### src/include/halfband_cfg.svh
// Halfband decimator sizes, fraction bits, FIFO depth and credit counts.
`ifndef HALFBAND_CFG_SVH
`define HALFBAND_CFG_SVH

// ################################################
// Sample and accumulator widths
// ################################################

`define HB_SAMPLE_W 12        // Q2.10 input and output samples.
`define HB_COEF_FRAC 11       // Coefficients are in units of 1/2048.
`define HB_ACC_W 26           // Branch sums scaled by 2048 with sign margin.

// ################################################
// Output buffering and flow control
// ################################################

`define HB_OUT_FIFO_DEPTH 4   // Show-ahead output FIFO entries.

// Upstream sample credits after reset, twice the FIFO depth.
`define HB_IN_CREDITS 8

`define HB_OUT_CREDITS 3      // Downstream buffer credits after reset.
`define HB_CREDIT_W 4         // Credit counter width.

`endif

### src/verilog/halfband_pkg.sv
// Halfband decimator shared types for samples, branch sums and pairer phase.
package halfband_pkg;

`include "halfband_cfg.svh"

    // ################################################
    // Data types
    // ################################################

    // Input samples, paired samples and output words.
    typedef logic signed [`HB_SAMPLE_W-1:0] sample_t;

    // Branch results, still scaled by 2048.
    typedef logic signed [`HB_ACC_W-1:0] branch_sum_t;

    // ################################################
    // Control types
    // ################################################

    // Which sample the pairer expects next.
    typedef enum logic {
        PHASE_ODD,   // Waiting for x[2m-1].
        PHASE_EVEN   // Odd sample held, waiting for x[2m].
    } pair_phase_e;

endpackage

### src/verilog/halfband_input_pairer.sv
// Input pairer joining each odd sample with the next even sample for both branches.
module halfband_input_pairer (
    input  logic                  clk,
    input  logic                  rstn,
    input  logic                  in_valid,
    input  halfband_pkg::sample_t in_data,
    output logic                  pair_valid,
    output halfband_pkg::sample_t pair_odd,
    output halfband_pkg::sample_t pair_even
);

    halfband_pkg::pair_phase_e phase;
    halfband_pkg::sample_t     odd_hold;   // Waiting odd sample.

    // ################################################
    // Phase tracking and pair strobe
    // ################################################

    always_ff @(posedge clk) begin
        if (!rstn) begin
            phase      <= halfband_pkg::PHASE_ODD;
            pair_valid <= 1'b0;
        end else begin
            pair_valid <= 1'b0;
            if (in_valid) begin
                if (phase == halfband_pkg::PHASE_ODD) begin
                    phase <= halfband_pkg::PHASE_EVEN;
                end else begin
                    phase      <= halfband_pkg::PHASE_ODD;
                    pair_valid <= 1'b1;   // One strobe per completed pair.
                end
            end
        end
    end

    // ################################################
    // Sample registers
    // ################################################

    always_ff @(posedge clk) begin
        if (in_valid) begin
            if (phase == halfband_pkg::PHASE_ODD) begin
                odd_hold <= in_data;
            end else begin
                // Both samples leave together on the common decimated time base.
                pair_odd  <= odd_hold;
                pair_even <= in_data;
            end
        end
    end

endmodule

### src/verilog/halfband_even_phase.sv
// Even polyphase branch with symmetric pre-adds and shared-term shift-add taps.
module halfband_even_phase (
    input  logic                      clk,
    input  logic                      rstn,
    input  logic                      pair_valid,
    input  halfband_pkg::sample_t     pair_even,
    output logic                      even_valid,
    output halfband_pkg::branch_sum_t even_sum
);

    // Delay line e[m-1]..e[m-4], pair_even is e[m].
    halfband_pkg::sample_t e_d1;
    halfband_pkg::sample_t e_d2;
    halfband_pkg::sample_t e_d3;
    halfband_pkg::sample_t e_d4;

    halfband_pkg::branch_sum_t pre_outer;     // e[m] + e[m-4].
    halfband_pkg::branch_sum_t pre_inner;     // e[m-1] + e[m-3].
    halfband_pkg::branch_sum_t centre;        // e[m-2].
    halfband_pkg::branch_sum_t three_outer;
    halfband_pkg::branch_sum_t three_inner;
    halfband_pkg::branch_sum_t prod_outer;
    halfband_pkg::branch_sum_t prod_inner;
    halfband_pkg::branch_sum_t prod_centre;
    halfband_pkg::branch_sum_t tap_sum;

    // ################################################
    // Symmetric pre-addition
    // ################################################

    assign pre_outer = halfband_pkg::branch_sum_t'(pair_even)
                     + halfband_pkg::branch_sum_t'(e_d4);
    assign pre_inner = halfband_pkg::branch_sum_t'(e_d1)
                     + halfband_pkg::branch_sum_t'(e_d3);
    assign centre    = halfband_pkg::branch_sum_t'(e_d2);

    // Three-times terms, each formed once per pair.
    assign three_outer = (pre_outer <<< 1) + pre_outer;
    assign three_inner = (pre_inner <<< 1) + pre_inner;

    // ################################################
    // Canonic signed digit products
    // ################################################

    // h0 = h8 = -26 = -(32 - 2*3).
    assign prod_outer = (three_outer <<< 1) - (pre_outer <<< 5);

    // h2 = h6 = 150 = 128 + 16 + 2*3.
    assign prod_inner = (pre_inner <<< 7) + (pre_inner <<< 4) + (three_inner <<< 1);

    // h4 = 776 = 512 + 256 + 8.
    assign prod_centre = (centre <<< 9) + (centre <<< 8) + (centre <<< 3);

    assign tap_sum = prod_outer + prod_inner + prod_centre;

    // ################################################
    // Delay line and output register
    // ################################################

    always_ff @(posedge clk) begin
        if (!rstn) begin
            even_valid <= 1'b0;
            e_d1       <= '0;
            e_d2       <= '0;
            e_d3       <= '0;
            e_d4       <= '0;
        end else begin
            even_valid <= pair_valid;
            if (pair_valid) begin   // Advances once per decimated sample.
                e_d1 <= pair_even;
                e_d2 <= e_d1;
                e_d3 <= e_d2;
                e_d4 <= e_d3;
            end
        end
    end

    always_ff @(posedge clk) begin
        if (pair_valid) begin
            even_sum <= tap_sum;
        end
    end

endmodule

### src/verilog/halfband_odd_phase.sv
// Odd polyphase branch summing the two power-of-two centre-adjacent taps.
module halfband_odd_phase (
    input  logic                      clk,
    input  logic                      rstn,
    input  logic                      pair_valid,
    input  halfband_pkg::sample_t     pair_odd,
    output halfband_pkg::branch_sum_t odd_sum
);

    // Delay line o[m-1] and o[m-2], pair_odd is o[m].
    halfband_pkg::sample_t o_d1;
    halfband_pkg::sample_t o_d2;

    halfband_pkg::branch_sum_t tap_pair;
    halfband_pkg::branch_sum_t tap_sum;

    // ################################################
    // Tap sum
    // ################################################

    // h3 and h5 land on x[2m-3] and x[2m-5].
    assign tap_pair = halfband_pkg::branch_sum_t'(o_d1)
                    + halfband_pkg::branch_sum_t'(o_d2);

    assign tap_sum = tap_pair <<< 9;   // Both taps are 512.

    // ################################################
    // Delay line and output register
    // ################################################

    always_ff @(posedge clk) begin
        if (!rstn) begin
            o_d1 <= '0;
            o_d2 <= '0;
        end else if (pair_valid) begin
            o_d1 <= pair_odd;
            o_d2 <= o_d1;
        end
    end

    // Same one-cycle latency as the even branch.
    always_ff @(posedge clk) begin
        if (pair_valid) begin
            odd_sum <= tap_sum;
        end
    end

endmodule

### src/verilog/halfband_combiner.sv
// Halfband combiner that rounds and saturates the branch sum and runs both credit loops.
`include "halfband_cfg.svh"

module halfband_combiner (
    input  logic                      clk,
    input  logic                      rstn,
    input  logic                      even_valid,
    input  halfband_pkg::branch_sum_t even_sum,
    input  halfband_pkg::branch_sum_t odd_sum,
    input  logic                      out_credit,
    output logic                      out_valid,
    output halfband_pkg::sample_t     out_data,
    output logic                      in_credit
);

    halfband_pkg::branch_sum_t total;
    halfband_pkg::branch_sum_t rounded;
    halfband_pkg::sample_t     sat_word;

    halfband_pkg::sample_t fifo_mem [`HB_OUT_FIFO_DEPTH];

    logic [$clog2(`HB_OUT_FIFO_DEPTH)-1:0]   wr_ptr;
    logic [$clog2(`HB_OUT_FIFO_DEPTH)-1:0]   rd_ptr;
    logic [$clog2(`HB_OUT_FIFO_DEPTH+1)-1:0] fifo_count;
    logic [`HB_CREDIT_W-1:0]                 out_cred;

    logic push;
    logic pop;

    // ################################################
    // Branch sum, rounding and saturation
    // ################################################

    // Half-up rounding from the coefficient fraction bits.
    assign total   = even_sum + odd_sum + (1 <<< (`HB_COEF_FRAC - 1));
    assign rounded = total >>> `HB_COEF_FRAC;

    always_comb begin
        if (rounded > (2 ** (`HB_SAMPLE_W - 1)) - 1) begin
            sat_word = {1'b0, {(`HB_SAMPLE_W - 1){1'b1}}};   // Clip to +max.
        end else if (rounded < -(2 ** (`HB_SAMPLE_W - 1))) begin
            sat_word = {1'b1, {(`HB_SAMPLE_W - 1){1'b0}}};   // Clip to -max.
        end else begin
            sat_word = rounded[`HB_SAMPLE_W-1:0];
        end
    end

    // ################################################
    // Output FIFO
    // ################################################

    assign push = even_valid;
    assign pop  = out_valid;

    // Show-ahead read port.
    assign out_data = fifo_mem[rd_ptr];

    always_ff @(posedge clk) begin
        if (push) begin
            fifo_mem[wr_ptr] <= sat_word;
        end
    end

    always_ff @(posedge clk) begin
        if (!rstn) begin
            wr_ptr     <= '0;
            rd_ptr     <= '0;
            fifo_count <= '0;
        end else begin
            if (push) begin
                if (wr_ptr == `HB_OUT_FIFO_DEPTH - 1) begin
                    wr_ptr <= '0;
                end else begin
                    wr_ptr <= wr_ptr + 1'b1;
                end
            end
            if (pop) begin
                if (rd_ptr == `HB_OUT_FIFO_DEPTH - 1) begin
                    rd_ptr <= '0;
                end else begin
                    rd_ptr <= rd_ptr + 1'b1;
                end
            end
            case ({push, pop})
                2'b10:   fifo_count <= fifo_count + 1'b1;
                2'b01:   fifo_count <= fifo_count - 1'b1;
                default: fifo_count <= fifo_count;
            endcase
        end
    end

    // ################################################
    // Credit loops
    // ################################################

    // A word leaves only with a downstream credit in hand.
    assign out_valid = (fifo_count != '0) && (out_cred != '0);

    // Each popped word frees room for two more input samples.
    assign in_credit = pop;

    always_ff @(posedge clk) begin
        if (!rstn) begin
            out_cred <= `HB_CREDIT_W'(`HB_OUT_CREDITS);
        end else begin
            case ({pop, out_credit})
                2'b10:   out_cred <= out_cred - 1'b1;   // Spend.
                2'b01:   out_cred <= out_cred + 1'b1;   // Return.
                default: out_cred <= out_cred;          // Both or neither.
            endcase
        end
    end

endmodule

### src/verilog/halfband_decimator.sv
// Half-band decimate-by-two FIR top level with credit-based flow control.
module halfband_decimator (
    input  logic                  clk,
    input  logic                  rstn,
    input  logic                  in_valid,
    input  halfband_pkg::sample_t in_data,
    output logic                  in_credit,
    output logic                  out_valid,
    output halfband_pkg::sample_t out_data,
    input  logic                  out_credit
);

    logic                      pair_valid;
    halfband_pkg::sample_t     pair_odd;
    halfband_pkg::sample_t     pair_even;
    logic                      even_valid;
    halfband_pkg::branch_sum_t even_sum;
    halfband_pkg::branch_sum_t odd_sum;

    halfband_input_pairer i_pairer (
        .clk        (clk),
        .rstn       (rstn),
        .in_valid   (in_valid),
        .in_data    (in_data),
        .pair_valid (pair_valid),
        .pair_odd   (pair_odd),
        .pair_even  (pair_even)
    );

    // Both branches share the pair strobe.
    halfband_even_phase i_even (
        .clk        (clk),
        .rstn       (rstn),
        .pair_valid (pair_valid),
        .pair_even  (pair_even),
        .even_valid (even_valid),
        .even_sum   (even_sum)
    );

    halfband_odd_phase i_odd (
        .clk        (clk),
        .rstn       (rstn),
        .pair_valid (pair_valid),
        .pair_odd   (pair_odd),
        .odd_sum    (odd_sum)
    );

    halfband_combiner i_combiner (
        .clk        (clk),
        .rstn       (rstn),
        .even_valid (even_valid),
        .even_sum   (even_sum),
        .odd_sum    (odd_sum),
        .out_credit (out_credit),
        .out_valid  (out_valid),
        .out_data   (out_data),
        .in_credit  (in_credit)
    );

endmodule

### config.mk
export PLATFORM = sky130hd
export DESIGN_NAME = halfband_decimator
export DESIGN_NICKNAME = d
export VERILOG_FILES = /design/src/verilog/halfband_pkg.sv /design/src/verilog/halfband_input_pairer.sv /design/src/verilog/halfband_even_phase.sv /design/src/verilog/halfband_odd_phase.sv /design/src/verilog/halfband_combiner.sv /design/src/verilog/halfband_decimator.sv
export VERILOG_INCLUDE_DIRS = /design/src /design/src/include
export SDC_FILE = /design/constraint.sdc
export NUM_CORES = 1
export LEC_CHECK = 0
export ABC_AREA = 1
export BUFFER_PORTS_ARGS = -buffer_cell sky130_fd_sc_hd__buf_2
export CORE_MARGIN = 4
export CORE_UTILIZATION = 45
export DETAILED_ROUTE_END_ITERATION = 10
export PLACE_DENSITY_LB_ADDON = 0.1
export SLEW_MARGIN = 20
export SYNTH_ARGS = -nofsm -noshare
export SYNTH_HDL_FRONTEND = slang
export SYNTH_HIERARCHICAL = 1
export SYNTH_SLANG_ARGS = --single-unit
### constraint.sdc
create_clock -name clk -period 10.8 [get_ports clk]
set_input_delay 1.08 -clock clk [delete_from_list [all_inputs] [get_ports clk]]
set_output_delay 1.08 -clock clk [all_outputs]
set_load 0.01 [all_outputs]
==> metrics.log <==
[metrics] reported max-cap violation count: 0
[metrics] area of the core region: about 34000 µm²
[metrics] number of sinks driven by the clock tree: between 200 and 250
[metrics] Worst Setup Path Type: reg2reg
[metrics] RD Place Congestion: 0.863
[metrics] minimum clock period: 6.32 ns
[metrics] fraction of synthesis flops using an asynchronous set or reset pin: 0%
[metrics] # diodes: 0
[metrics] largest net degree at the start of global routing: 84
[metrics] critical-path maximum fanout: 4
[metrics] highest achievable clock rate: about 160 MHz
[metrics] most used flip-flop cell after synthesis: edfxtp_1
[metrics] Rel. slew slack: about a third
[metrics] remaining global-route overflow: 0
[metrics] setup clock skew after layout: between 0.01 and 0.015 ns
[metrics] number of antenna violations at the first check in global routing: 0
[metrics] sequential cell area fraction in the yosys report: about 35%
[metrics] Die X: 194 µm
[metrics] number of hold violations in the final report: 0
[metrics] number of search-and-repair iterations in the first detailed-routing pass: 5
[metrics] relative area change from synthesis to final layout: 7.98%
[metrics] Chip Height: 194 µm
[metrics] category of the worst setup path capture point: register
[metrics] aggregate routed wire length: about 34000 µm
[metrics] count of hold-fix buffers inserted at cts: 0
[metrics] Setup Buffers After CTS: 0
[metrics] dominant cells by area after synthesis: edfxtp_1 23%, ha_1 13%, fa_1 11%
[metrics] Final nets: between 2000 and 2500
[metrics] Crit path required time: between 10 and 15 ns
[metrics] fraction of synthesized cell area taken by the top area cell type: ~23%
[metrics] maximum resistive drop on vdd: 0.000135 V
[metrics] starting density of the core: 46.0%
[metrics] share of final-layout standard cells stronger than drive strength 1: under 10%
[metrics] class of the tightest hold or removal check: reg2reg
[metrics] Top Ports: 30
[metrics] max-slew violations: 0
[metrics] count of antenna-violating nets left after detailed routing: 0
[metrics] synth unique cells: 48
[metrics] count of vias placed by the detailed router: 11400
[metrics] unrepaired setup endpoints after global routing: false
[metrics] leading area contributor after synthesis: edfxtp_1
[metrics] routed length per instance: roughly 15 µm
[metrics] number of placement rows: 67
[metrics] drt via density: a little under 5
[metrics] clock-pin transition on the worst setup and hold timing paths: ~0.060 ns
[metrics] first-pass GRT wire length: around 57000 µm
[metrics] power density cells: between 200 and 300 nW/µm²
[metrics] final cell count without fillers: about 2300
[metrics] Arrival @ worst endpoint: between 6 and 7 ns
[metrics] TritonCTS buffer count: 24
[metrics] count of cells resized by post-cts repair: 0
[metrics] deepest clock path buffer count: 3
[metrics] status: complete, no violations
[metrics] final count of negative-setup-slack endpoints: 0
[metrics] post-route fraction of the period consumed by the critical path: 58.5%
[metrics] DRC violations left: 0
[metrics] root buffer selected by CTS: clkbuf_16
[metrics] worst slew pin tran: a little under 1 ns
[metrics] vias in the first global route: between 10000 and 15000
[metrics] CTS H-tree lvls: 1
[metrics] cell count after synthesis: approximately 1800
[metrics] clock latency on the worst-skew pair: 0.54 ns
[metrics] Leakage: roughly 8.3 nW
[metrics] Detailed Place HPWL: 27200 µm
[metrics] overall track demand over capacity in global routing: approximately 18%
[metrics] final setup TNS: 0 ns
[metrics] Post-Syn Area per Cell: roughly 8.6 µm²
[metrics] number of enable-type register cells in the synthesized netlist: 120
[metrics] Starting DRT DRC Count: 531
[metrics] clock tree from TritonCTS: built
[metrics] post-layout instance area: between 15000 and 20000 µm²
[metrics] total instance count after detailed placement: roughly 2300
[metrics] flip-flop and latch count after synthesis: between 200 and 250
[metrics] DIE AREA: 37600 µm²
[metrics] Port Buffer Count: 29
[metrics] cell area after synthesis: about 16000 µm²
[metrics] cell area after placement: ~16000 µm²
[metrics] synthesis warning total: 6
[metrics] startpoint class of the critical path: register
## where the power goes
group,switching [W],total (W),leakage (nW),internal (W)
Combinational,0.00151,0.00242,6.10,0.000906
Sequential,0.0000528,0.00109,1.82,0.00104
Clock,0.000327,0.000763,0.354,0.000437
Total,0.00189,0.00427,8.28,0.00238
## flip-flops by register name (all words and copies together) (netlist names), named ones only
register and cells:
i_combiner/fifo_count 3, i_combiner/rd_ptr 2, i_even/e_d2 12, i_pairer/pair_odd 12, i_combiner/fifo_mem 48, i_even/even_sum 23, i_pairer/pair_even 12, i_combiner/out_cred 4
i_pairer/pair_valid 1, i_pairer/odd_hold 12, i_even/e_d1 12, i_pairer/phase 1, i_combiner/wr_ptr 2, i_odd/odd_sum 13, i_odd/o_d2 12, i_odd/o_d1 12
i_even/even_valid 1, i_even/e_d4 12, i_even/e_d3 12
## per-layer routing
layer | vias to the layer above | wire length (µm) | GRT usage (%)
met5 | - | 0 | 0
met4 | 0 | 611 | 3.67
met3 | 35 | 987 | 2.03
met2 | 129 | 16000 | 30.8
met1 | 5322 | 16700 | 26.0
li1 | 5896 | - | -
## final cells by class
class                      count  area (µm²)
inverter                     264         991
tap                          448         561
clock inverter                11         103
multi-input combinational   1298        8960
clock buffer                  32         631
timing repair buffer          32         168
fill                        3234       17000
sequential                   208        5370
## synth_stat cells (2+ instances only)
library cell / instances
fa_1: 89
nor2_1: 220
a21oi_1: 97
nand3b_1: 6
ha_1: 164
conb_1: 2
nand2_2: 26
o21ai_4: 2
nor3_1: 7
nand3_1: 53
buf_2: 2
nor3_2: 2
nand2_1: 328
inv_1: 262
o21bai_1: 10
buf_4: 17
o2111ai_1: 4
nand3_2: 6
a31oi_1: 3
o21ai_0: 123
buf_6: 2
and2_1: 2
o22ai_1: 12
edfxtp_1: 120
a21oi_2: 4
inv_2: 2
a21o_1: 11
nand4_1: 17
clkbuf_1: 23
xor2_1: 49
o21ai_2: 2
nor2_2: 6
xnor2_1: 30
dfxtp_1: 88
o21ai_1: 4
## worst paths after layout
| check | slack (ns) | depth (start not counted) | start | to |
|---|---|---|---|---|
| worst min register to register | 0.42 | 0 | i_pairer/odd_hold[0] | i_pairer/pair_odd[0] |
| worst min-delay path | 0.42 | 0 | i_pairer/odd_hold[0] | i_pairer/pair_odd[0] |
| worst max-delay path | 4.48 | 27 | i_pairer/pair_even[0] | i_even/even_sum[14] |
| worst max register to register | 4.48 | 27 | i_pairer/pair_even[0] | i_even/even_sum[14] |
## metrics by stage
stage | power [W] | hold WS (ns) | setup slack (ns) | util [%]
6_report | 0.00427 | 0.416 | 4.48 | 49.7
3_3_place_gp | 0.00351 | 0.400 | 4.51 | 47.5
5_1_grt | 0.00471 | 0.423 | 4.10 | 49.7
3_5_place_dp | 0.00352 | 0.405 | 4.49 | 47.5
2_1_floorplan | 0.00298 | 0.400 | 5.20 | -
4_1_cts | 0.00431 | 0.418 | 4.49 | 49.7
## worst max-delay path, stage by stage, from the launching register on
cell and delay (ns):
edfxtp_1 0.40, ha_1 0.22, inv_1 0.07, fa_1 0.43, o21bai_1 0.19, xor2_1 0.36
ha_1 0.35, a21oi_1 0.14, nand2_1 0.12, a21oi_1 0.15, nor2_1 0.05, nor2_1 0.11
xor2_1 0.19, inv_1 0.08, fa_1 0.41, fa_1 0.54, inv_1 0.05, fa_1 0.47
inv_1 0.05, fa_1 0.47, ha_1 0.36, a21oi_1 0.26, o21ai_4 0.12, nand3_2 0.08
nand2_2 0.09, nand2_1 0.07, nand2_1 0.06, xor2_1 0.16
## cell usage in the layout (no fill, tap or decap), types with 3 or more instances in the layout
cell       Yosys  final
clkbuf_1      23      8
nor3_1         7      7
buf_4         17      3
a31oi_1        3      3
nor2_1       220    220
dfxtp_1       88     87
o21ai_1        4      4
conb_1         2     10
a21oi_1       97     97
inv_1        262    262
ha_1         164    164
clkbuf_16      0     24
o21ai_0      123    123
clkinv_2       0      3
buf_2          2     29
xor2_1        49     49
nor2_2         6      6
nand2_2       26     26
fa_1          89     89
o21bai_1      10     10
nand3_1       53     53
xnor2_1       30     30
a21o_1        11     11
edfxtp_1     120    120
a21oi_2        4      4
o2111ai_1      4      4
nand3_2        6      6
nand4_1       17     17
nand2_1      328    328
nand3b_1       6      6
o22ai_1       12     12
## kinds of logic after synthesis
| kind of cell | after synthesis | synth area share, % |
|---|---|---|
| and+or+nand+nor | 675 | 18.1 |
| AOI/OAI and AO/OA | 281 | 10.2 |
| xor gates and xnor gates | 79 | 4.45 |
| DFF | 208 | 34.5 |
| buffers and inverters | 310 | 8.02 |
| adders and majority gates | 253 | 24.7 |
| other | 2 | 0.0483 |
Note: power is estimated with default switching activity, not from simulation.
